===== src/common/coreTypesPkg.sv =====
package coreTypesPkg;

    localparam int addrWidth     = 32; // byte address, one word wide
    localparam int dataWidth     = 32;
    localparam int regAddrWidth  = 5;
    localparam int imemDepth     = 64; // words
    localparam int imemAddrWidth = 6;

    localparam logic [6:0] opImm    = 7'b0010011;
    localparam logic [6:0] opBranch = 7'b1100011;
    localparam logic [6:0] opStore  = 7'b0100011;
    localparam logic [6:0] opLoad   = 7'b0000011;
    localparam logic [6:0] opJal    = 7'b1101111;
    localparam logic [6:0] opJalr   = 7'b1100111;

    localparam logic [2:0] f3AddSub = 3'b000;
    localparam logic [2:0] f3Sll    = 3'b001;
    localparam logic [2:0] f3Beq    = 3'b000;
    localparam logic [2:0] f3Bne    = 3'b001;
    localparam logic [2:0] f3Word   = 3'b010; // lw, sw
    localparam logic [2:0] f3Jalr   = 3'b000;

    // operand forward select
    localparam logic [1:0] fwdReg = 2'b00; // register file value
    localparam logic [1:0] fwdMem = 2'b10; // alu result in memory stage
    localparam logic [1:0] fwdWb  = 2'b01; // writeback result

    typedef enum logic [2:0] {
        aluAdd = 3'b000,
        aluSub = 3'b001,
        aluSll = 3'b110
    } aluCtrlT;

    typedef enum logic [2:0] {
        immI = 3'b000,
        immS = 3'b001,
        immB = 3'b010,
        immJ = 3'b100
    } immSrcT;

    typedef enum logic [1:0] {
        resAlu = 2'b00,
        resMem = 2'b01,
        resPc4 = 2'b10  // link address
    } resultSrcT;

    typedef struct packed {
        logic      regWrite;
        resultSrcT resultSrc;
        logic      memWrite;
        logic      jump;
        logic      branch;
        logic      branchNe;   // bne, inverts the zero test
        aluCtrlT   aluControl;
        logic      aluSrc;     // immediate as operand b
        logic      jalrSel;    // target from rs1 instead of pc
    } ctrlT;

endpackage


===== src/rtl/controlUnit.sv =====
`timescale 1ns/1ps

module controlUnit import coreTypesPkg::*;
(
    input  logic [6:0] instrOp,   // instr[6:0]
    input  logic [2:0] funct3,    // instr[14:12]
    input  logic       funct7b5,  // instr[30]
    output ctrlT       ctrlD,
    output immSrcT     immSrcD
);

    always_comb
    begin
        ctrlD   = '0;   // bubble unless decoded below
        immSrcD = immI;

        case (instrOp)
            opImm:
            begin
                case (funct3)
                    f3AddSub:   // addi
                    begin
                        ctrlD.regWrite   = 1'b1;
                        ctrlD.aluControl = aluAdd;
                        ctrlD.aluSrc     = 1'b1;
                    end
                    f3Sll:      // slli, funct7 must be zero
                    begin
                        if (!funct7b5)
                        begin
                            ctrlD.regWrite   = 1'b1;
                            ctrlD.aluControl = aluSll;
                            ctrlD.aluSrc     = 1'b1;
                        end
                    end
                    default: ;
                endcase
            end

            opBranch:
            begin
                if (funct3 == f3Beq || funct3 == f3Bne)
                begin
                    ctrlD.branch     = 1'b1;
                    ctrlD.branchNe   = (funct3 == f3Bne);
                    ctrlD.aluControl = aluSub; // compare via zero flag
                    immSrcD          = immB;
                end
            end

            opStore:
            begin
                if (funct3 == f3Word)   // sw
                begin
                    ctrlD.memWrite   = 1'b1;
                    ctrlD.aluControl = aluAdd;
                    ctrlD.aluSrc     = 1'b1;
                    immSrcD          = immS;
                end
            end

            opLoad:
            begin
                if (funct3 == f3Word)   // lw
                begin
                    ctrlD.regWrite   = 1'b1;
                    ctrlD.resultSrc  = resMem;
                    ctrlD.aluControl = aluAdd;
                    ctrlD.aluSrc     = 1'b1;
                end
            end

            opJal:
            begin
                ctrlD.regWrite  = 1'b1;
                ctrlD.resultSrc = resPc4;
                ctrlD.jump      = 1'b1;
                immSrcD         = immJ;
            end

            opJalr:
            begin
                if (funct3 == f3Jalr)
                begin
                    ctrlD.regWrite  = 1'b1;
                    ctrlD.resultSrc = resPc4;
                    ctrlD.jump      = 1'b1;
                    ctrlD.jalrSel   = 1'b1;
                end
            end

            default: ;  // unsupported opcode stays a bubble
        endcase
    end

endmodule


===== config.mk =====
export PLATFORM = sky130hd
export DESIGN_NAME = controlUnit
export DESIGN_NICKNAME = d
export VERILOG_FILES = /design/src/common/coreTypesPkg.sv /design/src/rtl/controlUnit.sv
export SDC_FILE = /design/constraint.sdc
export NUM_CORES = 1
export LEC_CHECK = 0
export BUFFER_PORTS_ARGS = -buffer_cell sky130_fd_sc_hd__buf_2
export CAP_MARGIN = 20
export CORE_AREA = 10 10 47 49
export DETAILED_ROUTE_END_ITERATION = 10
export DIE_AREA = 0 0 57 59
export GPL_ROUTABILITY_DRIVEN = 0
export PLACE_DENSITY = 0.53
export SYNTH_ARGS = -nofsm -noshare
export SYNTH_HDL_FRONTEND = slang
export SYNTH_SLANG_ARGS = --single-unit

===== constraint.sdc =====
create_clock -name vclk -period 5.7
set_clock_uncertainty 0.2 [all_clocks]
set_input_delay 1.425 -clock vclk [all_inputs]
set_output_delay 1.425 -clock vclk [all_outputs]
set_load 0.01 [all_outputs]

## Yosys cells after proc, flatten, opt, wreduce, memory -nomap -nowiden

Cells that the tools add are included.

| storage, ports and cells | value |
|---|---|
| input port bits | 11 |
| word-level logic and storage cells | 32 |
| output and inout bits | 15 |
| register bits after elaboration | 0 |

| cells by class | value |
|---|---|
| mux-type cells | 21 |
| eq/ne operators | 8 |
| reduce and logical (&&, ||, !) cells | 3 |

Operators with widths:

| kind | count |
|---|---|
| 7-bit == test, second input constant | 3 |
| 3-bit one-hot mux with 3 select lines | 2 |
| 4-bit one-hot mux with 2 select lines | 1 |
| 7-bit by 2-bit == test with 1-bit output, second input constant | 1 |
| 7-bit by 5-bit == test with 1-bit output, second input constant | 1 |
| 7-bit by 6-bit == test with 1-bit output, second input constant | 1 |
| 1-bit two-way mux | 7 |
| 3-bit two-way mux | 2 |
| 1-bit one-hot mux with 2 select lines | 3 |
| 2-bit one-hot mux with 3 select lines | 1 |
| 5-bit two-way mux | 1 |
| 2-bit two-way mux | 2 |
| 4-bit two-way mux | 1 |
| 1-bit one-hot mux with 4 select lines | 1 |
| 3-bit by 1-bit == test with 1-bit output, second input constant | 1 |
| 3-bit by 2-bit == test with 1-bit output, second input constant | 1 |
| 3-bit logical NOT | 1 |
| 2-bit OR reduction | 1 |
| 1-bit logical OR | 1 |

## Logic depth before layout (Yosys ltp)

| logic depth | value |
|---|---|
| depth after elaboration | 4 |
| depth in mapped cells | 4 |
| gate-level depth less buffers | 3 |

## Worst setup path after synthesis

Ideal clock, no wire load.

| timing path | value |
|---|---|
| kind | input-to-output |
| start | input port funct3[2] |
| end | output port immSrcD[0] |
| arrival time | 2.703 ns |
| path slack | 1.372 ns |
| stages on the path | 4 |
| path buffers | 1 |
| cells stage by stage | nand4bb_4 > or3_1 > nor4_1 > buf_4 |

| on the way | value |
|---|---|
| word-level cells in the longest chain between the ends | 3 |

Ends and longest elaborated chain:

| element | RTL line | RTL |
|---|---|---|
| from (decl) | controlUnit.sv:6 | `input logic [2:0] funct3,` |
| 3-bit by 2-bit == test with 1-bit output | controlUnit.sv:53 | `if (funct3 == f3Word)` |
| 1-bit two-way mux | controlUnit.sv:53 |  |
| 3-bit one-hot mux with 3 select lines | controlUnit.sv:17 | `case (instrOp)` |
| to (decl) | controlUnit.sv:9 | `output immSrcT immSrcD` |

No other way between the ends.

## Worst setup path after layout

Same ends and word-level chain as after synthesis.

==> metrics.yaml <==
status:
  status: "finished, final reports clean"
setup_path:
  required_ns: 4.07
  cp-end-kind: "output port"
  arrival_ns: 2.61
  worst-setup-path-type: "in -> out"
  cp_max_fo: 6
  startpoint_type: "primary input"
pwr:
  leakage_nw: 0.189
  p_sw_w: 0.00000751
  power_frac_clock: 0
  p_seq_frac: 0
  internal_power_w: 0.00000632
  p_total_w: 0.0000138
  pwr-share-comb: 1.000
  swShare: 0.543
  ir_drop_mv: 0.0183
  power.density_nw_per_um2: 37.9
final_layout:
  area_growth_pct: 51.3
  drive_above_1_share: 0.574
  final_cells: 70
  antennaDiodeCount: 0
  final_common_cell: "buf_2"
  nClkBuffers: 0
  nets: 67
  seq_cell_count: 0
  layout.cells.most_common_list: "26 x buf_2, 4 x nor4_1, 3 x nor3_1"
  fillers: 165
  regArea_sq_um: 0
floorplan:
  rows: 14
  initial_utilization: 0.172
  dieWidth_um: 57
  io_pins: 26
  die_y_um: 59
  core_region_area_sq_um: 1400
  die-area_sq_um: 3360
hold_path:
  hold_path_depth: 3
  holdPathEnd: "ctrlD[9]"
  hold_path_class: "in -> out"
  hold_start: "instrOp[4]"
route:
  via_per_inst: 4.64
  drt_first_pass_iters: 2
  vias: 325
  drt_iter0_markers: 1
  wl_per_cell_um: 13.0
  antenna_left: 0
  route.detailed.drc: 0
  routed_wl_um: 911
clock_network:
  cts_hold_buf: 0
  post_cts_buffers: 0
  cts_resized: 0
sta:
  grt_setup_unrepaired: "false"
  whs_ns: 2.98
  fin_ws_ns: 1.47
  fin_crit_ns: 4.23
  max_freq_mhz: 236
  worst_pin_slew_ns: 0.281
  setup_tns_ns: 0
  hold_violations: 0
  slew_violations: 0
  setup_viol: 0
  relSlewSlack: 0.811
  fin_crit_sh: 0.742
global_routing:
  grt_max_degree: 10
  grt.total_usage: 0.0505
  grt_pass1_vias: 325
  grt_pass1_wl_mm: 1.48
  grt_overflow: 0
  antenna_found_initial: 0
logic_synthesis:
  yosys.area.top_type: "nand4bb_4"
  syn_area_sq_um: 241
  netlist.area_leader.share: 0.114
  yosys-top-cells-area: "nand4bb_4 11%, nor4_1 10%, and3b_1 7.3%, nor3_1 6.2%, buf_4 6.2%"
  synth_fp_nets: 42
  yosysSeqAreaShare: 0
  ys_types: 21
  synth_warnings: 0
  synthCells: 31
  syn_avg_cell_area_sq_um: 7.79
run:
  drv_cap: 0
placement:
  dp.cells: 70
  portBuffers: 26
  dp_slack_ns: 1.47
  post-dp-hpwl_um: 809
==> critical path, stage by stage <==
cell and delay [ns]:
buf_2 0.10, nand4bb_4 0.24, or3_1 0.35, nor4_1 0.28, buf_2 0.20
==> area by class of cell <==
class	instances	area (sq um)	share of cell area
Tap cell	16	20.0	0.0548
Timing Repair Buffer	26	130	0.356
Multi-Input combinational cell	26	208	0.568
Inverter	2	7.51	0.0205
==> through the flow <==
step	util	area [sq um]
final	0.261	365
after global routing	0.261	365
after CTS	0.261	365
after detailed placement	0.261	365
after global placement	0.261	365
after floorplan	-	241
==> worst max-delay path by stage <==
| stage | slack, ns | end | start | cells past startpoint |
|---|---|---|---|---|
| floorplan | 1.37 | immSrcD[0] | funct3[2] | 4 |
| global placement | 1.48 | ctrlD[8] | funct3[2] | 5 |
| detailed placement | 1.47 | immSrcD[0] | funct3[2] | 5 |
| CTS | 1.47 | immSrcD[0] | funct3[2] | 5 |
| global route | 1.37 | immSrcD[0] | funct3[2] | 5 |
| finish | 1.47 | immSrcD[0] | funct3[2] | 5 |
==> synthesized netlist by cell type, types with 2 or more instances <==
master / count
a21oi_1: 2
nor4_1: 4
and3b_1: 2
buf_4: 2
nor2_1: 2
inv_1: 2
nor3_1: 3
==> power groups by stage <==
stage               Combinational [W]  Sequential (W)  Clock (W)
floorplan                  0.00000712               0          0
global placement            0.0000137               0          0
detailed placement          0.0000139               0          0
CTS                         0.0000139               0          0
global route                0.0000157               0          0
finish                      0.0000138               0          0
==> logic make-up after synthesis <==
kind of cell / Yosys count / share of synthesized area
compound gates: 6 / 0.181
buf+inv: 5 / 0.140
simple gates: 20 / 0.679
==> per-layer routing <==
metal	part of all wire	GRT usage
met2	0.42	0.0775
met1	0.44	0.0652
met5	0	0
met4	0	0
met3	0.14	0.0258
Note: power is estimated with default switching activity, not from simulation.
