$ cat src/common/coreTypesPkg.sv
package coreTypesPkg;

    localparam int addrWidth     = 32; // byte address, one word wide
    localparam int dataWidth     = 32;
    localparam int regAddrWidth  = 5;
    localparam int imemDepth     = 64; // words
    localparam int imemAddrWidth = 6;

    localparam logic [6:0] opImm    = 7'b0010011;
    localparam logic [6:0] opBranch = 7'b1100011;
    localparam logic [6:0] opStore  = 7'b0100011;
    localparam logic [6:0] opLoad   = 7'b0000011;
    localparam logic [6:0] opJal    = 7'b1101111;
    localparam logic [6:0] opJalr   = 7'b1100111;

    localparam logic [2:0] f3AddSub = 3'b000;
    localparam logic [2:0] f3Sll    = 3'b001;
    localparam logic [2:0] f3Beq    = 3'b000;
    localparam logic [2:0] f3Bne    = 3'b001;
    localparam logic [2:0] f3Word   = 3'b010; // lw, sw
    localparam logic [2:0] f3Jalr   = 3'b000;

    // operand forward select
    localparam logic [1:0] fwdReg = 2'b00; // register file value
    localparam logic [1:0] fwdMem = 2'b10; // alu result in memory stage
    localparam logic [1:0] fwdWb  = 2'b01; // writeback result

    typedef enum logic [2:0] {
        aluAdd = 3'b000,
        aluSub = 3'b001,
        aluSll = 3'b110
    } aluCtrlT;

    typedef enum logic [2:0] {
        immI = 3'b000,
        immS = 3'b001,
        immB = 3'b010,
        immJ = 3'b100
    } immSrcT;

    typedef enum logic [1:0] {
        resAlu = 2'b00,
        resMem = 2'b01,
        resPc4 = 2'b10  // link address
    } resultSrcT;

    typedef struct packed {
        logic      regWrite;
        resultSrcT resultSrc;
        logic      memWrite;
        logic      jump;
        logic      branch;
        logic      branchNe;   // bne, inverts the zero test
        aluCtrlT   aluControl;
        logic      aluSrc;     // immediate as operand b
        logic      jalrSel;    // target from rs1 instead of pc
    } ctrlT;

endpackage

$ cat src/rtl/instrMem.sv
`timescale 1ns/1ps

module instrMem import coreTypesPkg::*;
(
    input  logic                     clk,
    input  logic                     we,
    input  logic [imemAddrWidth-1:0] wAddr,
    input  logic [dataWidth-1:0]     wData,
    input  logic [imemAddrWidth-1:0] rAddr,
    output logic [dataWidth-1:0]     rData
);

    logic [dataWidth-1:0] mem [imemDepth];

    always_ff @(posedge clk)
    begin
        if (we)
            mem[wAddr] <= wData;    // program load
    end

    assign rData = mem[rAddr];      // async read for fetch

endmodule

$ cat config.mk
export PLATFORM = sky130hd
export DESIGN_NAME = instrMem
export DESIGN_NICKNAME = d
export VERILOG_FILES = /design/src/common/coreTypesPkg.sv /design/src/rtl/instrMem.sv
export SDC_FILE = /design/constraint.sdc
export NUM_CORES = 2
export LEC_CHECK = 0
export BUFFER_PORTS_ARGS = -buffer_cell sky130_fd_sc_hd__buf_2
export CAP_MARGIN = 5
export CORE_MARGIN = 2
export CORE_UTILIZATION = 50
export DETAILED_ROUTE_END_ITERATION = 7
export PLACE_DENSITY = 0.75
export SLEW_MARGIN = 10
export SYNTH_ARGS = -nofsm -noshare
export SYNTH_HDL_FRONTEND = slang
export SYNTH_SLANG_ARGS = --single-unit
$ cat constraint.sdc
create_clock -name clk -period 4.4 [get_ports clk]
set_clock_uncertainty 0.2 [all_clocks]
set_input_delay 0.44 -clock clk [delete_from_list [all_inputs] [get_ports clk]]
set_output_delay 0.44 -clock clk [all_outputs]
set_load 0.02 [all_outputs]
======== Word level (Yosys, flattened, before mapping) ========
Memory sizes are Yosys's and may differ from the RTL's.
Index checks and enable logic that the tools add are counted.
word-level totals
  flip-flop bits (word level) ............. 0
  memory bits (writable) .................. 2048
  input port bits ......................... 46
  output and inout bits ................... 32
  memories kept ........................... 1
cells by class
  mux-type cells .......................... 2
memory list
  name  depth  width  read ports  clocked after memory_dff  wr ports  line            source
  mem   64     32     1           0                         1         instrMem.sv:13  logic [dataWidth-1:0] mem [imemDepth];
operators by type and width
  cell     count
  $mux W1  2

======== Longest topological paths before layout ========
  depth after elaboration ................. 2
  depth in mapped cells ................... 10

======== Least setup slack after synthesis ========
Ideal clock, no wire load.
  path type ............................... input-to-reg
  start ................................... input wAddr[3]
  end ..................................... memory mem[48][0] (enable)
  setup time .............................. 461 ps
  arrival ................................. 3139 ps
  required time ........................... 3739 ps
  setup slack ............................. 600 ps
  stages on the path ...................... 4
  cell sequence ........................... clkbuf_1 > nor2b_1 > nand4b_1 > nor3_1
RTL lines
  item             line            source
  start, declared  instrMem.sv:7   input logic [imemAddrWidth-1:0] wAddr,
  end, declared    instrMem.sv:13
No word-level cell before the write port.

======== Worst setup path after layout ========
  start ................................... input rAddr[0]
  end ..................................... output rData[8]
on the way
  longest elaborated chain between the ends .. 1
RTL lines
  item             line            source
  start, declared  instrMem.sv:9   input logic [imemAddrWidth-1:0] rAddr,
  $mem_v2 Z64 W32  --
  end, declared    instrMem.sv:10  output logic [dataWidth-1:0] rData
No other way between the ends.

==> metrics.log <==
INFO  metric timing_worst_setup_path_type = in -> out
INFO  metric wire_length_of_the_first_global_routing_pass = 277000 µm
INFO  metric drt-initial-drc-count = 5854
INFO  metric design_area = 88600 µm²
INFO  metric timing.hold.worst.start = wData[26]
INFO  metric placement_rows = 144
INFO  metric biggestRegsByFlops = mem: 2048 flops
INFO  metric synth_warnings = 0
INFO  metric clk_transition_reported_paths = around 0.06 ns
INFO  metric routedWlPerCell = 33.6 µm
INFO  metric filler_cell_count = around 11000
INFO  metric crit_path_end_kind = primary output
INFO  metric drive_above_1_share = a little under a third
INFO  metric hpwlAfterDp = 110000 µm
INFO  metric number_of_flip_flops_in_the_largest_register = 2048
INFO  metric crit_path_start = rAddr[0]
INFO  metric period_utilization = between 90% and 100%
INFO  metric postPlaceCellArea = 82500 µm²
INFO  metric design.die.area = 159000 µm²
INFO  metric groute.usage.overall = 25.0%
INFO  metric floorplan.initialDensity = 50.4%
INFO  metric timing.final.hold_violations = 2
INFO  metric worst_hold_path_type = in -> reg
INFO  metric finalMaxSlewViolations = 0
INFO  metric dr_total_vias = 37700
INFO  metric synth_fp_nets = 3338
INFO  metric global_route.overflow_total = 0
INFO  metric p_seq_share = 54.6%
INFO  metric cts-root-buf = clkbuf_16
INFO  metric setup_viol = 0
INFO  metric portBuffers = 77
INFO  metric dominantRegCellSynth = edfxtp_1
INFO  metric postRouteWirelength = roughly 200000 µm
INFO  metric antenna_found_initial = 13
INFO  metric synth.cells.most_frequent = edfxtp_1 (2048), mux4_2 (544), nor2_1 (137)
INFO  metric tns = 0 ns
INFO  metric timing.slew.headroom = around an eighth
INFO  metric synthesis.instances = 3292
INFO  metric mean_instance_size_in_the_synthesized_netlist = 23.7 µm²
INFO  metric post_synth_main_area_contributors = edfxtp_1 (79%), mux4_2 (16%), mux2i_1 (1.2%)
INFO  metric pin_slew_with_the_least_headroom_to_its_limit = roughly 1.3 ns
INFO  metric syn2layout_area_growth = 13.8%
INFO  metric grt_max_degree = approximately 80
INFO  metric power.switching = 8.43 mW
INFO  metric path_cells = buf_8 > buf_12 > buf_12 > buf_12 > mux4_2 > mux2i_1 > nor2_1 > o32ai_1 > nor3_1 > buf_2
INFO  metric violated_checks = hold timing
INFO  metric critical_path_s_slowest_cell = mux4_2
INFO  metric maxClockFrequency = around 230 MHz
INFO  metric rsz_0062_raised_after_global_routing = false
INFO  metric first_global_vias = between 30000 and 40000
INFO  metric asyncSetResetFlopFracSynth = 0%
INFO  metric tritoncts_num_sinks = 2048
INFO  metric critPathMaxFanout = 27
INFO  metric drc_errors = 0
INFO  metric cp_slowest_stage_delay = between 0.5 and 0.6 ns
INFO  metric leakage_power = 27.7 nW
INFO  metric p_per_area = between 400 and 500 nW/µm²
INFO  metric timing.critical_path.mode_cell = buf_12
INFO  metric num-nets-final = 3671
INFO  metric timing.critical_path.from_type = primary input
INFO  metric dr.pass1.iters = 6
INFO  metric synth.ff_latch_count = 2048
INFO  metric vdd.ir_drop.worst = 383 µV
INFO  metric maxCapViolCount = 0
INFO  metric status = complete, but fails checks
INFO  metric yosysSeqAreaShare = 79.0%
INFO  metric max_flop_register = mem
INFO  metric fin_util = 57.4%
INFO  metric data_required_time_of_the_worst_path = 3.76 ns
INFO  metric internal_power = 31.2 mW
INFO  metric layout.area.seq = 61500 µm²
INFO  metric pwr-share-comb = 5.7%
INFO  metric weighted_congestion_reported_at_the_end_of_routability_driven_placement = 0.876
INFO  metric layout_min_cycle_time = 4.28 ns
INFO  metric switching_share = 21.3%
INFO  metric ctsLongestPathBuffers = 3
INFO  metric total_area_of_multi_input_combinational_cells = approximately 16000 µm²
INFO  metric via_per_inst = about 6.5
INFO  metric post_cts_setup_bufs = 0
INFO  metric post-synth-top-area-fraction = 79.0%
INFO  metric post-synth-top-area-cell = edfxtp_1
INFO  metric cts_made_buffers = roughly 190
INFO  metric synth_edf_count = 2048
INFO  metric clockPowerShare = between 30% and 40%
INFO  metric io_pins = slightly below 80
INFO  metric synth.most_common_cell = edfxtp_1
INFO  metric cts_tree = built
INFO  metric mappedNetlistArea = 77900 µm²
INFO  metric post_synth_num_cell_types = 33
INFO  metric worst-endpoint-arrival = between 3 and 4 ns
INFO  metric die_height = 399 µm
INFO  metric die_width = 399 µm
INFO  metric final.hold.worst_slack = -0.00643 ns
INFO  metric core_area = 154000 µm²
INFO  metric cts.htree.levels = 4
INFO  metric ant_nets = 0
[power groups by stage]
stage | Clock, mW | Combinational [mW] | Sequential [mW]
after floorplan | 0 | 1.13 | 22.0
after global placement | 0 | 2.16 | 22.0
after detailed placement | 0 | 2.20 | 22.0
after CTS | 15.9 | 2.22 | 21.6
after global routing | 16.6 | 2.33 | 21.6
final | 15.7 | 2.26 | 21.6
[per-stage QoR]
stage / std cells / power [mW] / worst slack, ns / hold slack [ns]
floorplan: 3292 / 23.2 / 0.600 / 0.339
global placement: 5468 / 24.2 / 0.108 / 0.514
detailed placement: 5468 / 24.2 / 0.0552 / 0.518
CTS: 5827 / 39.7 / 0.0553 / 0.0158
global route: 5829 / 40.6 / 0.0881 / 0.0339
finish: 5839 / 39.6 / 0.125 / -0.00643
[critical path, delay by kind of cell]
family,cells,cell delay (ns)
buffers and inverters,5,1.29
AOI/OAI and AO/OA,1,0.40
muxes,2,0.97
and+or+nand+nor,2,0.44
[routing by layer]
layer / global-route usage, % / part of all wire (%) / vias up
met5: 0 / 0.043 / -
met4: 8.40 / 3.3 / 14
met3: 7.04 / 13 / 384
met2: 40.0 / 49 / 2588
met1: 33.3 / 35 / 19900
li1: - / - / 14800
[layout make-up]
cell class / count / share of cell area (%)
antenna: 10 / 0.0282
clock buffer: 233 / 5.62
clock inverter: 116 / 1.02
multi-input combinational: 1062 / 18.0
sequential: 2048 / 69.4
tap: 2044 / 2.89
timing repair buffer: 326 / 3.00
[layout by cell type (no fill, tap or decap), types with 3 or more instances in the layout]
cell type / n
and3_1: 4
nor3_2: 3
clkbuf_16: 193
clkinv_1: 45
a41o_1: 4
o22ai_1: 84
or3b_2: 3
clkinv_2: 44
nand3b_1: 5
buf_12: 27
diode_2: 10
edfxtp_1: 2048
clkbuf_1: 40
a21oi_1: 61
nor3_1: 4
inv_6: 7
mux2i_1: 93
nor2_1: 75
nand2_1: 26
o221ai_1: 27
a22oi_1: 12
or3_1: 3
nor2b_1: 15
a311oi_1: 8
nand2b_1: 7
buf_4: 216
o32ai_1: 3
buf_2: 69
dlygate4sd3_1: 11
clkinvlp_4: 5
mux4_2: 544
nand3_1: 5
buf_8: 3
nor2_4: 62
bufinv_16: 13
[timing repair]
action / in CTS / in global routing
setup endpoints to repair: 0 / 2
hold buffers: 10 / 1
gates resized for setup: 0 / 3
endpoints found under the hold margin: 195 / 18
[final timing paths]
kind,to,slack [ns],depth (start not counted)
worst min-delay path,mem[18][26],-0.006,1
worst max-delay path,rData[8],0.12,10
[kinds of logic after synthesis]
logic type,synth area share [%]
simple gates,1.28
buf+inv,1.14
compound gates,1.69
flops,79.0
mux,16.9
No activity file was read; power rests on OpenSTA's default activity.
