`src/common/coreTypesPkg.sv`:
```
package coreTypesPkg;

    localparam int addrWidth     = 32; // byte address, one word wide
    localparam int dataWidth     = 32;
    localparam int regAddrWidth  = 5;
    localparam int imemDepth     = 64; // words
    localparam int imemAddrWidth = 6;

    localparam logic [6:0] opImm    = 7'b0010011;
    localparam logic [6:0] opBranch = 7'b1100011;
    localparam logic [6:0] opStore  = 7'b0100011;
    localparam logic [6:0] opLoad   = 7'b0000011;
    localparam logic [6:0] opJal    = 7'b1101111;
    localparam logic [6:0] opJalr   = 7'b1100111;

    localparam logic [2:0] f3AddSub = 3'b000;
    localparam logic [2:0] f3Sll    = 3'b001;
    localparam logic [2:0] f3Beq    = 3'b000;
    localparam logic [2:0] f3Bne    = 3'b001;
    localparam logic [2:0] f3Word   = 3'b010; // lw, sw
    localparam logic [2:0] f3Jalr   = 3'b000;

    // operand forward select
    localparam logic [1:0] fwdReg = 2'b00; // register file value
    localparam logic [1:0] fwdMem = 2'b10; // alu result in memory stage
    localparam logic [1:0] fwdWb  = 2'b01; // writeback result

    typedef enum logic [2:0] {
        aluAdd = 3'b000,
        aluSub = 3'b001,
        aluSll = 3'b110
    } aluCtrlT;

    typedef enum logic [2:0] {
        immI = 3'b000,
        immS = 3'b001,
        immB = 3'b010,
        immJ = 3'b100
    } immSrcT;

    typedef enum logic [1:0] {
        resAlu = 2'b00,
        resMem = 2'b01,
        resPc4 = 2'b10  // link address
    } resultSrcT;

    typedef struct packed {
        logic      regWrite;
        resultSrcT resultSrc;
        logic      memWrite;
        logic      jump;
        logic      branch;
        logic      branchNe;   // bne, inverts the zero test
        aluCtrlT   aluControl;
        logic      aluSrc;     // immediate as operand b
        logic      jalrSel;    // target from rs1 instead of pc
    } ctrlT;

endpackage

```
`src/common/hazardIf.sv`:
```
`timescale 1ns/1ps

interface hazardIf import coreTypesPkg::*; ();

    logic [regAddrWidth-1:0] rs1D;
    logic [regAddrWidth-1:0] rs2D;
    logic [regAddrWidth-1:0] rs1E;
    logic [regAddrWidth-1:0] rs2E;
    logic [regAddrWidth-1:0] rdE;
    logic [regAddrWidth-1:0] rdM;
    logic [regAddrWidth-1:0] rdW;
    logic                    regWriteM;
    logic                    regWriteW;
    logic                    loadE;     // lw sitting in execute
    logic                    pcSrcE;    // redirect from execute

    logic                    stallF;
    logic                    stallD;
    logic                    flushD;
    logic                    flushE;
    logic [1:0]              forwardAE;
    logic [1:0]              forwardBE;

    modport dpPort (
        output rs1D, rs2D, rs1E, rs2E, rdE, rdM, rdW,
        output regWriteM, regWriteW, loadE, pcSrcE,
        input  stallF, stallD, flushD, flushE, forwardAE, forwardBE
    );

    modport hzPort (
        input  rs1D, rs2D, rs1E, rs2E, rdE, rdM, rdW,
        input  regWriteM, regWriteW, loadE, pcSrcE,
        output stallF, stallD, flushD, flushE, forwardAE, forwardBE
    );

endinterface

```
`src/datapath/regFile.sv`:
```
`timescale 1ns/1ps

module regFile import coreTypesPkg::*;
(
    input  logic                    clk,
    input  logic                    rstN,
    input  logic [regAddrWidth-1:0] ra1,
    input  logic [regAddrWidth-1:0] ra2,
    output logic [dataWidth-1:0]    rd1,
    output logic [dataWidth-1:0]    rd2,
    input  logic                    we,
    input  logic [regAddrWidth-1:0] wa,
    input  logic [dataWidth-1:0]    wd
);

    logic [dataWidth-1:0] regs [32];

    always_ff @(posedge clk or negedge rstN)
    begin
        if (!rstN)
        begin
            for (int i = 0; i < 32; i++)
                regs[i] <= '0;
        end
        else if (we && wa != '0)    // x0 stays zero
            regs[wa] <= wd;
    end

    // write-first, decode sees the writeback value
    assign rd1 = (ra1 == '0) ? '0 : (we && wa == ra1) ? wd : regs[ra1];
    assign rd2 = (ra2 == '0) ? '0 : (we && wa == ra2) ? wd : regs[ra2];

endmodule

```
`src/datapath/aluUnit.sv`:
```
`timescale 1ns/1ps

module aluUnit import coreTypesPkg::*;
(
    input  logic [dataWidth-1:0] srcA,
    input  logic [dataWidth-1:0] srcB,
    input  aluCtrlT              aluControl,
    output logic [dataWidth-1:0] result,
    output logic                 zero
);

    always_comb
    begin
        case (aluControl)
            aluAdd:  result = srcA + srcB;
            aluSub:  result = srcA - srcB;      // also branch compare
            aluSll:  result = srcA << srcB[4:0];
            default: result = '0;
        endcase
    end

    assign zero = (result == '0);

endmodule

```
`src/datapath/datapath.sv`:
```
`timescale 1ns/1ps

module datapath import coreTypesPkg::*;
(
    input  logic                     clk,
    input  logic                     rstN,
    input  logic [dataWidth-1:0]     instrF,
    output logic [imemAddrWidth-1:0] pcF,
    input  ctrlT                     ctrlD,
    input  immSrcT                   immSrcD,
    output logic [dataWidth-1:0]     instrD,
    hazardIf.dpPort                  hz,
    output logic                     dmemWe,
    output logic [addrWidth-1:0]     dmemAddr,
    output logic [dataWidth-1:0]     dmemWdata,
    input  logic [dataWidth-1:0]     dmemRdata
);

    logic [addrWidth-1:0]    pcFReg, pcPlus4F, pcNextF;
    logic [addrWidth-1:0]    pcD, pcPlus4D;
    logic [dataWidth-1:0]    immExtD, rd1D, rd2D;
    logic [regAddrWidth-1:0] rs1D, rs2D, rdD;
    ctrlT                    ctrlE, ctrlM;
    logic [dataWidth-1:0]    rd1E, rd2E, immExtE, srcAE, srcBE, writeDataE, aluResultE;
    logic [addrWidth-1:0]    pcE, pcPlus4E, targetE, jalrSumE;
    logic [regAddrWidth-1:0] rs1E, rs2E, rdE, rdM, rdW;
    logic                    zeroE, pcSrcE;
    logic [dataWidth-1:0]    aluResultM, writeDataM, aluResultW, readDataW, resultW;
    logic [addrWidth-1:0]    pcPlus4M, pcPlus4W;
    logic                    regWriteW;
    resultSrcT               resultSrcW;

    function automatic logic [dataWidth-1:0] fwdMux(
        input logic [1:0]           sel,
        input logic [dataWidth-1:0] regVal,
        input logic [dataWidth-1:0] memVal,
        input logic [dataWidth-1:0] wbVal
    );
        case (sel)
            fwdMem:  return memVal;
            fwdWb:   return wbVal;
            default: return regVal;
        endcase
    endfunction

    // fetch
    assign pcPlus4F = pcFReg + 32'd4;
    assign pcNextF  = pcSrcE ? targetE : pcPlus4F;
    assign pcF      = pcFReg[imemAddrWidth+1:2];    // word index

    // decode
    assign rs1D = instrD[19:15];
    assign rs2D = instrD[24:20];
    assign rdD  = instrD[11:7];

    always_comb
    begin
        case (immSrcD)
            immI:    immExtD = {{20{instrD[31]}}, instrD[31:20]};
            immS:    immExtD = {{20{instrD[31]}}, instrD[31:25], instrD[11:7]};
            immB:    immExtD = {{20{instrD[31]}}, instrD[7], instrD[30:25],
                                instrD[11:8], 1'b0};
            immJ:    immExtD = {{12{instrD[31]}}, instrD[19:12], instrD[20],
                                instrD[30:21], 1'b0};
            default: immExtD = '0;
        endcase
    end

    regFile rf0 (
        .clk  (clk),
        .rstN (rstN),
        .ra1  (rs1D),
        .ra2  (rs2D),
        .rd1  (rd1D),
        .rd2  (rd2D),
        .we   (regWriteW),
        .wa   (rdW),
        .wd   (resultW)
    );

    // execute
    assign srcAE      = fwdMux(hz.forwardAE, rd1E, aluResultM, resultW);
    assign writeDataE = fwdMux(hz.forwardBE, rd2E, aluResultM, resultW);
    assign srcBE      = ctrlE.aluSrc ? immExtE : writeDataE;

    aluUnit alu0 (
        .srcA       (srcAE),
        .srcB       (srcBE),
        .aluControl (ctrlE.aluControl),
        .result     (aluResultE),
        .zero       (zeroE)
    );

    assign jalrSumE = srcAE + immExtE;
    assign targetE  = ctrlE.jalrSel ? {jalrSumE[addrWidth-1:1], 1'b0} : pcE + immExtE;
    assign pcSrcE   = ctrlE.jump | (ctrlE.branch & (zeroE != ctrlE.branchNe));

    // memory stage drives the data bus directly
    assign dmemWe    = ctrlM.memWrite;
    assign dmemAddr  = aluResultM[addrWidth-1:0];
    assign dmemWdata = writeDataM;

    // writeback
    always_comb
    begin
        case (resultSrcW)
            resMem:  resultW = readDataW;
            resPc4:  resultW = pcPlus4W;
            default: resultW = aluResultW;
        endcase
    end

    // pc and pipeline control
    always_ff @(posedge clk or negedge rstN)
    begin
        if (!rstN)
        begin
            pcFReg     <= '0;
            instrD     <= '0;
            ctrlE      <= '0;
            rs1E       <= '0;
            rs2E       <= '0;
            rdE        <= '0;
            ctrlM      <= '0;
            rdM        <= '0;
            regWriteW  <= 1'b0;
            resultSrcW <= resAlu;
            rdW        <= '0;
        end
        else
        begin
            if (!hz.stallF)
                pcFReg <= pcNextF;
            if (hz.flushD)
                instrD <= '0;               // opcode 0 decodes as bubble
            else if (!hz.stallD)
                instrD <= instrF;
            if (hz.flushE)
            begin
                ctrlE <= '0;
                rs1E  <= '0;
                rs2E  <= '0;
                rdE   <= '0;
            end
            else
            begin
                ctrlE <= ctrlD;
                rs1E  <= rs1D;
                rs2E  <= rs2D;
                rdE   <= rdD;
            end
            ctrlM      <= ctrlE;
            rdM        <= rdE;
            regWriteW  <= ctrlM.regWrite;
            resultSrcW <= ctrlM.resultSrc;
            rdW        <= rdM;
        end
    end

    // data carried alongside
    always_ff @(posedge clk)
    begin
        if (!hz.stallD)
        begin
            pcD      <= pcFReg;
            pcPlus4D <= pcPlus4F;
        end
        rd1E       <= rd1D;
        rd2E       <= rd2D;
        immExtE    <= immExtD;
        pcE        <= pcD;
        pcPlus4E   <= pcPlus4D;
        aluResultM <= aluResultE;
        writeDataM <= writeDataE;
        pcPlus4M   <= pcPlus4E;
        aluResultW <= aluResultM;
        readDataW  <= dmemRdata;
        pcPlus4W   <= pcPlus4M;
    end

    assign hz.rs1D      = rs1D;
    assign hz.rs2D      = rs2D;
    assign hz.rs1E      = rs1E;
    assign hz.rs2E      = rs2E;
    assign hz.rdE       = rdE;
    assign hz.rdM       = rdM;
    assign hz.rdW       = rdW;
    assign hz.regWriteM = ctrlM.regWrite;
    assign hz.regWriteW = regWriteW;
    assign hz.loadE     = (ctrlE.resultSrc == resMem);
    assign hz.pcSrcE    = pcSrcE;

endmodule

```
`src/flat_wrapper.sv`:
```
// flat-port wrapper written by rule: the top's interface ports become plain ports
module datapath_flat import coreTypesPkg::*;
  (clk, rstN, instrF, pcF, ctrlD, immSrcD, instrD, dmemWe, dmemAddr, dmemWdata, dmemRdata, hz_rs1D, hz_rs2D, hz_rs1E, hz_rs2E, hz_rdE, hz_rdM, hz_rdW, hz_regWriteM, hz_regWriteW, hz_loadE, hz_pcSrcE, hz_stallF, hz_stallD, hz_flushD, hz_flushE, hz_forwardAE, hz_forwardBE);
  hazardIf hz_i ();
  input  logic clk;
  input  logic rstN;
  input  logic [dataWidth-1:0] instrF;
  output logic [imemAddrWidth-1:0] pcF;
  input  ctrlT ctrlD;
  input  immSrcT immSrcD;
  output logic [dataWidth-1:0] instrD;
  output logic dmemWe;
  output logic [addrWidth-1:0] dmemAddr;
  output logic [dataWidth-1:0] dmemWdata;
  input  logic [dataWidth-1:0] dmemRdata;
  output wire logic [$bits(hz_i.rs1D)-1:0] hz_rs1D;
  output wire logic [$bits(hz_i.rs2D)-1:0] hz_rs2D;
  output wire logic [$bits(hz_i.rs1E)-1:0] hz_rs1E;
  output wire logic [$bits(hz_i.rs2E)-1:0] hz_rs2E;
  output wire logic [$bits(hz_i.rdE)-1:0] hz_rdE;
  output wire logic [$bits(hz_i.rdM)-1:0] hz_rdM;
  output wire logic [$bits(hz_i.rdW)-1:0] hz_rdW;
  output wire logic [$bits(hz_i.regWriteM)-1:0] hz_regWriteM;
  output wire logic [$bits(hz_i.regWriteW)-1:0] hz_regWriteW;
  output wire logic [$bits(hz_i.loadE)-1:0] hz_loadE;
  output wire logic [$bits(hz_i.pcSrcE)-1:0] hz_pcSrcE;
  input wire logic [$bits(hz_i.stallF)-1:0] hz_stallF;
  input wire logic [$bits(hz_i.stallD)-1:0] hz_stallD;
  input wire logic [$bits(hz_i.flushD)-1:0] hz_flushD;
  input wire logic [$bits(hz_i.flushE)-1:0] hz_flushE;
  input wire logic [$bits(hz_i.forwardAE)-1:0] hz_forwardAE;
  input wire logic [$bits(hz_i.forwardBE)-1:0] hz_forwardBE;
  assign hz_rs1D = hz_i.rs1D;
  assign hz_rs2D = hz_i.rs2D;
  assign hz_rs1E = hz_i.rs1E;
  assign hz_rs2E = hz_i.rs2E;
  assign hz_rdE = hz_i.rdE;
  assign hz_rdM = hz_i.rdM;
  assign hz_rdW = hz_i.rdW;
  assign hz_regWriteM = hz_i.regWriteM;
  assign hz_regWriteW = hz_i.regWriteW;
  assign hz_loadE = hz_i.loadE;
  assign hz_pcSrcE = hz_i.pcSrcE;
  assign hz_i.stallF = hz_stallF;
  assign hz_i.stallD = hz_stallD;
  assign hz_i.flushD = hz_flushD;
  assign hz_i.flushE = hz_flushE;
  assign hz_i.forwardAE = hz_forwardAE;
  assign hz_i.forwardBE = hz_forwardBE;
  datapath u_core (.clk(clk), .rstN(rstN), .instrF(instrF), .pcF(pcF), .ctrlD(ctrlD), .immSrcD(immSrcD), .instrD(instrD), .hz(hz_i), .dmemWe(dmemWe), .dmemAddr(dmemAddr), .dmemWdata(dmemWdata), .dmemRdata(dmemRdata));
endmodule
```
`config.mk`:
```
export PLATFORM = sky130hd
export DESIGN_NAME = datapath_flat
export DESIGN_NICKNAME = d
export VERILOG_FILES = /design/src/common/coreTypesPkg.sv /design/src/common/hazardIf.sv /design/src/datapath/regFile.sv /design/src/datapath/aluUnit.sv /design/src/datapath/datapath.sv /design/src/flat_wrapper.sv
export SDC_FILE = /design/constraint.sdc
export NUM_CORES = 2
export LEC_CHECK = 0
export ABC_AREA = 0
export CAP_MARGIN = 20
export CORE_UTILIZATION = 58
export CTS_CLUSTER_SIZE = 30
export DETAILED_ROUTE_END_ITERATION = 12
export DONT_BUFFER_PORTS = 1
export GPL_TIMING_DRIVEN = 0
export HOLD_SLACK_MARGIN = 0.15
export PLACE_DENSITY = 0.83
export SLEW_MARGIN = 15
export SYNTH_ARGS = -nofsm -noshare
export SYNTH_HDL_FRONTEND = slang
export SYNTH_SLANG_ARGS = --single-unit
```
`constraint.sdc`:
```
create_clock -name clk -period 8.4 [get_ports clk]
set_clock_uncertainty 0.05 [all_clocks]
set_input_delay 0.84 -clock clk [delete_from_list [all_inputs] [get_ports clk]]
set_output_delay 0.84 -clock clk [all_outputs]
set_load 0.02 [all_outputs]
```
=== Word-level counts from Yosys, hierarchy flattened ===
Cells that the tools add are included.

* Flip-flop bits (word level): 1548
* Word-level logic and storage cells: 132

* Equality and inequality tests: 16
* Order comparisons: 4
* Shifts and indexed selects: 1
* Muxes and demuxes: 25
* Reductions and logical operators: 10
* Bitwise gates (word level): 5
* Add/sub/neg operators: 5

{| class="wikitable"
|+ Operators by type and width
! cell !! count
|-
| bitwise mux 1024 bit || 1
|-
| two-way mux 32 bit || 12
|-
| binary-select mux 32 bit (select 5 bit) || 2
|-
| one-hot mux 32 bit (2 select lines) || 3
|-
| demux 32 bit (select 5 bit) || 1
|-
| one-hot mux 32 bit (4 select lines) || 1
|-
| adder 32 bit || 3
|-
| one-hot mux 32 bit (3 select lines) || 1
|-
| adder 32 x 3 -> 32 bit, second input constant || 1
|-
| logical NOT 32 bit || 1
|-
| << shifter 32 x 5 -> 32 bit || 1
|-
| subtractor 32 bit || 1
|-
| greater-or-equal comparator 6 bit, second input constant || 3
|-
| NOT 5 -> 6 bit || 3
|-
| two-way mux 5 bit || 3
|-
| two-way mux 12 bit || 1
|-
| == test 5 bit || 2
|-
| logical NOT 5 bit || 2
|-
| == test 2 x 1 -> 1 bit, second input constant || 4
|-
| == test 2 bit, second input constant || 3
|-
| == test 3 x 1 -> 1 bit, second input constant || 2
|-
| == test 3 bit, second input constant || 2
|-
| logical NOT 3 bit || 2
|-
| less-than comparator 6 x 1 -> 1 bit, second input constant || 1
|-
| other kinds (7) || 10
|}

=== Longest topological paths before layout ===
* Depth after elaboration: 11
* Gate-level depth with buffers: 38
* Mapped depth without buffers: 30

=== Hierarchy ===
Synthesis repeated with hierarchy kept, for this count alone.

* Cell total of the unflattened synthesis: 6240
* Area, all modules: 78748.0 µm²

{| class="wikitable"
|+ Modules (own cells, without submodules)
! module !! cells each !! sequential area each (µm²) !! instances !! area an instance (µm²)
|-
| regFile || 3815 || 25624.6 || 1 || 54826.3
|-
| datapath || 1779 || 11350.9 || 1 || 19358.6
|-
| aluUnit || 646 || 0.0 || 1 || 4563.1
|}

=== Least setup slack after synthesis ===
OpenSTA, ideal clock, no wires.

* Kind: input to output
* Start point: in hz_forwardBE[1]
* End point: out hz_pcSrcE
* Path buffers: 7
* Data required time: 7.510 ns
* Stages: 33
* Arrival time: 7.514 ns
* Path slack: -0.004 ns
* Cell sequence: inv_1 > ha_1 > buf_4 > nor2b_1 > buf_4 > a221oi_2 > o31a_4 > buf_6 > buf_2 > buf_2 > buf_1 > ha_1 > nand4_1 > nor2_1 > nand2_1 > nor4_1 > nor2_1 > xor2_1 > ha_1 > a21oi_1 > nand2_1 > a211o_1 > o31ai_1 > o21ai_0 > a311oi_1 > xnor2_1 > a21o_1 > or4_4 > nor4_4 > a31oi_1 > nor3b_2 > buf_2 > inv_2

* Longest elaborated chain between the ends: 9

{| class="wikitable"
|+ RTL lines
! element !! line !! source
|-
| start, declared || flat_wrapper.sv:32 || <nowiki>input wire logic [$bits(hz_i.forwardBE)-1:0] hz_forwardBE;</nowiki>
|-
| == test 2 x 1 -> 1 bit / == test 2 bit (equally long branches) || datapath.sv:39 || <nowiki>case (sel)</nowiki>
|-
| one-hot mux 32 bit (2 select lines) * || datapath.sv:39 ||
|-
| two-way mux 32 bit * || datapath.sv:84 || <nowiki>assign srcBE = ctrlE.aluSrc ? immExtE : writeDataE;</nowiki>
|-
| subtractor 32 bit, or another cell as far along || aluUnit.sv:16 || <nowiki>aluSub: result = srcA - srcB;</nowiki>
|-
| one-hot mux 32 bit (3 select lines) * || aluUnit.sv:14 || <nowiki>case (aluControl)</nowiki>
|-
| via u_core.alu0.result[23] || aluUnit.sv:8 || <nowiki>output logic [dataWidth-1:0] result,</nowiki>
|-
| logical NOT 32 bit * || aluUnit.sv:22 || <nowiki>assign zero = (result == '0);</nowiki>
|-
| != test 1 bit * || datapath.sv:96 || <nowiki>assign pcSrcE = ctrlE.jump | (ctrlE.branch & (zeroE != ctrlE.branchNe));</nowiki>
|-
| bitwise AND 1 bit * || datapath.sv:96 ||
|-
| bitwise OR 1 bit * || datapath.sv:96 ||
|-
| end, declared || flat_wrapper.sv:26 || <nowiki>output wire logic [$bits(hz_i.pcSrcE)-1:0] hz_pcSrcE;</nowiki>
|}

Mark *: on every way through the listed nets, which the timed path passes. The rest lies on a longest branch.

=== Final worst setup path ===
* Start point: in hz_forwardBE[0]
* End point: out hz_pcSrcE

* Longest elaborated chain between the ends: 9

{| class="wikitable"
|+ RTL lines
! element !! line !! source
|-
| == test 2 x 1 -> 1 bit / == test 2 bit (equally long branches) || datapath.sv:39 ||
|-
| one-hot mux 32 bit (2 select lines) * || datapath.sv:39 ||
|-
| via u_core.writeDataE[12] || datapath.sv:24 || <nowiki>logic [dataWidth-1:0] rd1E, rd2E, immExtE, srcAE, srcBE, writeDataE, aluResultE;</nowiki>
|-
| two-way mux 32 bit * || datapath.sv:84 ||
|-
| subtractor 32 bit / adder 32 bit (equally long branches) || aluUnit.sv:16, aluUnit.sv:15 ||
|-
| one-hot mux 32 bit (3 select lines) * || aluUnit.sv:14 ||
|-
| via u_core.alu0.result[23] || aluUnit.sv:8 ||
|-
| logical NOT 32 bit * || aluUnit.sv:22 ||
|-
| != test 1 bit * || datapath.sv:96 ||
|-
| bitwise AND 1 bit * || datapath.sv:96 ||
|-
| bitwise OR 1 bit * || datapath.sv:96 ||
|}

Marked as above.

==> impl_metrics.ini <==
[setup_path]
crit_buf_inv = 6
r2r-end = u_core.pcFReg[1]
arrival_ns = 7.92
cp_max_fo = 10
slowest_stage = clkbuf_1
timing.critical_path.from = hz_forwardBE[0]
rrSetupSlack_ns = 0.26
slowest_delay_ns = 0.64
critPathLaunchType = primary input
crit-reg2reg-launch = u_core.resultSrcW[0]
crit_required_ns = 7.51
crit_family = compound AO/OA/AOI/OAI gates
crit_path_end_kind = output port
rr_worst_depth = 32
path_class = primary input to output port

[synth]
synth_edf_count = 62
synthCells = 6848
yosysWarnings = 0
synth_ff_type = dfrtp_1
synth-compound-area-share_pct = 13.9
ys_ff_latch = 1533
synth_cell_types = 94
synth_area_leaders = dfrtp_1 37%, mux4_2 19%, dfxtp_1 8.9%, o21ai_0 7.4%, nand2_1 6.1%
ys_seq_area_share_pct = 48.4
synth_top_area_share_pct = 37.1
synthSimpleGateAreaFrac_pct = 9.96
syn_area_um2 = 76400
syn_area_per_cell_um2 = 11.2
synth_adder_area_share_pct = 1.73
syn_nets = 7041
synth_top_area_cell = dfrtp_1
synth_most_common_cell = nand2_1
synth_common_cells = 1234 x nand2_1, 1132 x dfrtp_1, 1123 x o21ai_0
synth_xor_area_share_pct = 1.67
synthMuxAreaShare_pct = 20.7
async_flop_share_pct = 73.8
synth_top_family_by_area = multiplexers

[timing]
maxSlewViolCount = 0
rsz0062_at_grt = true
final_hold_viol_count = 0
finalSetupViolCount = 1
period_needed_ns = 8.81
fin_crit_sh_pct = 105
fmax_mhz = 114
max_slew_margin_pct = 17.0
final.setup.worst_slack_ns = -0.409
worst_slew_pin_slew_ns = 1.24

[final_layout]
syn_to_final_growth_pct = 12.9
post-route-util_pct = 66.3
multiInputGateArea_um2 = 37100
seq_area_um2 = 37000
drive_above_1_share_pct = 16.4
nFillCells = 9521
nets = 7359

[cts]
h-tree-depth = 4
worstSkewPairLatency_ns = 0.83
cts_tree = done
numCtsBuffers = 155
clk_path_buf_depth = 3
cts-root-buf = clkbuf_16
clock-sinks = 1533
path_clk_slew_ns = 0.06

[routing]
firstDrtPassIters = 8
ant_nets = 0
wl_per_cell_um = 32.1
vias = 63400
vias_per_cell = 7.01
route.detailed.drc = 0
routed_wl_um = 291000
drtIter0Drc = 8655

[grt]
grt_max_degree = 254
grt_pass1_vias = 63600
grt_usage_pct = 44.0
antenna_found_initial = 28
grt_pass1_wl_um = 420000
grt-ovfl-total = 0

[min_path]
hold_depth = 2
hold_path.startpoint = instrF[15]
hold_class = primary input to flop
holdPathEnd = u_core.instrD[15]

[power]
pwr-share-clk_pct = 35.6
p_leak_uw = 0.0354
switching_power_uw = 6630
swShare_pct = 32.5
irDropWorstVdd_mv = 0.168
power_frac_seq_pct = 43.2
intPower_uw = 13800
powerDensity_nw_per_um2 = 236
combinationalPowerShare_pct = 21.2

[placement]
io_buffers = 0
post-place-ws_ns = -3.45
dp_hpwl_um = 221000
gp_congestion = 1.06

[job]
max_cap_violations = 0

[floorplanning]
start_util_pct = 58.7
core_area_um2 = 130000
rows = 132
die_w_um = 365
die_h_um = 365
die_area_um2 = 133000
pin_count = 231

[status]
status = complete, but fails checks
violations = negative setup slack
per-layer routing:
| layer | part of all wire (%) | routed length [um] | GRT usage (%) |
|---|---|---|---|
| met5 | 0.072 | 208 | 0 |
| met4 | 8.8 | 25700 | 33.2 |
| met3 | 14 | 39800 | 17.1 |
| met2 | 45 | 131000 | 66.9 |
| met1 | 32 | 93900 | 50.5 |
power groups by stage:
stage / logic (uW) / registers, uW / clock network [uW]
after floorplan: 2460 / 8610 / 0
after global routing: 4470 / 8850 / 7510
after detailed placement: 3850 / 8880 / 0
after CTS: 4080 / 8760 / 7190
after global placement: 3640 / 8850 / 0
final: 4310 / 8820 / 7260
cells by family (layout without fill, tap and decap cells):
family | after synthesis | in the layout
AOI/OAI and AO/OA | 1806 | 1806
adders and majority gates | 104 | 104
and+or+nand+nor | 1786 | 1786
other | 0 | 17
muxes | 767 | 767
xor gates and xnor gates | 146 | 146
DFF | 1533 | 1533
buffers and inverters | 706 | 1147
sequential cells by signal, indices dropped and copies added, names as in the netlist, 32 cells and up:
signal and cells:
u_core.rf0.regs 1024, u_core.aluResultW 32, u_core.dmemAddr 32, u_core.dmemWdata 32, u_core.instrD 32, u_core.pcE 32
u_core.pcFReg 32, u_core.pcPlus4D 32, u_core.pcPlus4M 32, u_core.pcPlus4W 32, u_core.rd1E 32, u_core.rd2E 32
u_core.readDataW 32
final cells by class:
cell class              instances  share of cell area (%)
multi-input cells            4609                    43.0
flip-flops and latches       1533                    42.9
clock buffers                 224                    5.35
plain buffers                 639                    3.21
well taps                    1742                    2.53
repair buffers                164                    1.93
clock inverters                56                   0.767
inverters                      64                   0.296
diodes                         17                  0.0493
worst max-delay path by stage:
| stage | endpoint | slack, ns | cells after the start |
|---|---|---|---|
| 2_1_floorplan | hz_pcSrcE | 0.005 | 31 |
| 3_3_place_gp | hz_pcSrcE | -3.51 | 31 |
| 3_5_place_dp | hz_pcSrcE | -3.45 | 31 |
| 4_1_cts | hz_pcSrcE | -0.17 | 30 |
| 5_1_grt | hz_pcSrcE | -0.53 | 31 |
| 6_report | hz_pcSrcE | -0.41 | 28 |
cells in the final DEF (no fill, tap or decap), drive strengths merged, types with 56 or more instances in the layout:
cell	Yosys	layout
edfxtp	62	62
dlygate4sd3	0	73
nand2	1234	1234
ha	101	101
nor2	196	196
dfxtp	339	339
a211oi	138	138
clkbuf	521	744
buf	121	209
dfrtp	1132	1132
xnor2	90	90
inv	63	75
mux4	645	645
a21oi	150	150
xor2	56	56
nor2b	120	120
o21ai	1137	1137
mux2i	90	90
metrics by stage:
| stage | total power, uW | instance area (um^2) | hold slack, ns | instances | setup TNS (ns) |
|---|---|---|---|---|---|
| 2_1_floorplan | 11100 | 76400 | 0.260 | 6848 | 0 |
| 3_3_place_gp | 12500 | 78600 | 0.260 | 8590 | -99.96 |
| 3_5_place_dp | 12700 | 79000 | 0.262 | 8617 | -98.17 |
| 4_1_cts | 20000 | 86000 | 0.152 | 9015 | -0.169 |
| 5_1_grt | 20800 | 86200 | 0.180 | 9036 | -0.525 |
| 6_report | 20400 | 86300 | 0.158 | 9048 | -0.409 |
timing repair:
item | in CTS | in global routing
hold buffers | 74 | 0
setup endpoints to repair | 34 | 1
pin swaps | 46 | 17
gates resized for setup | 151 | 9
buffers inserted | 47 | 6
endpoints found under the hold margin | 611 | 0
(Power assumes the default switching activity.)
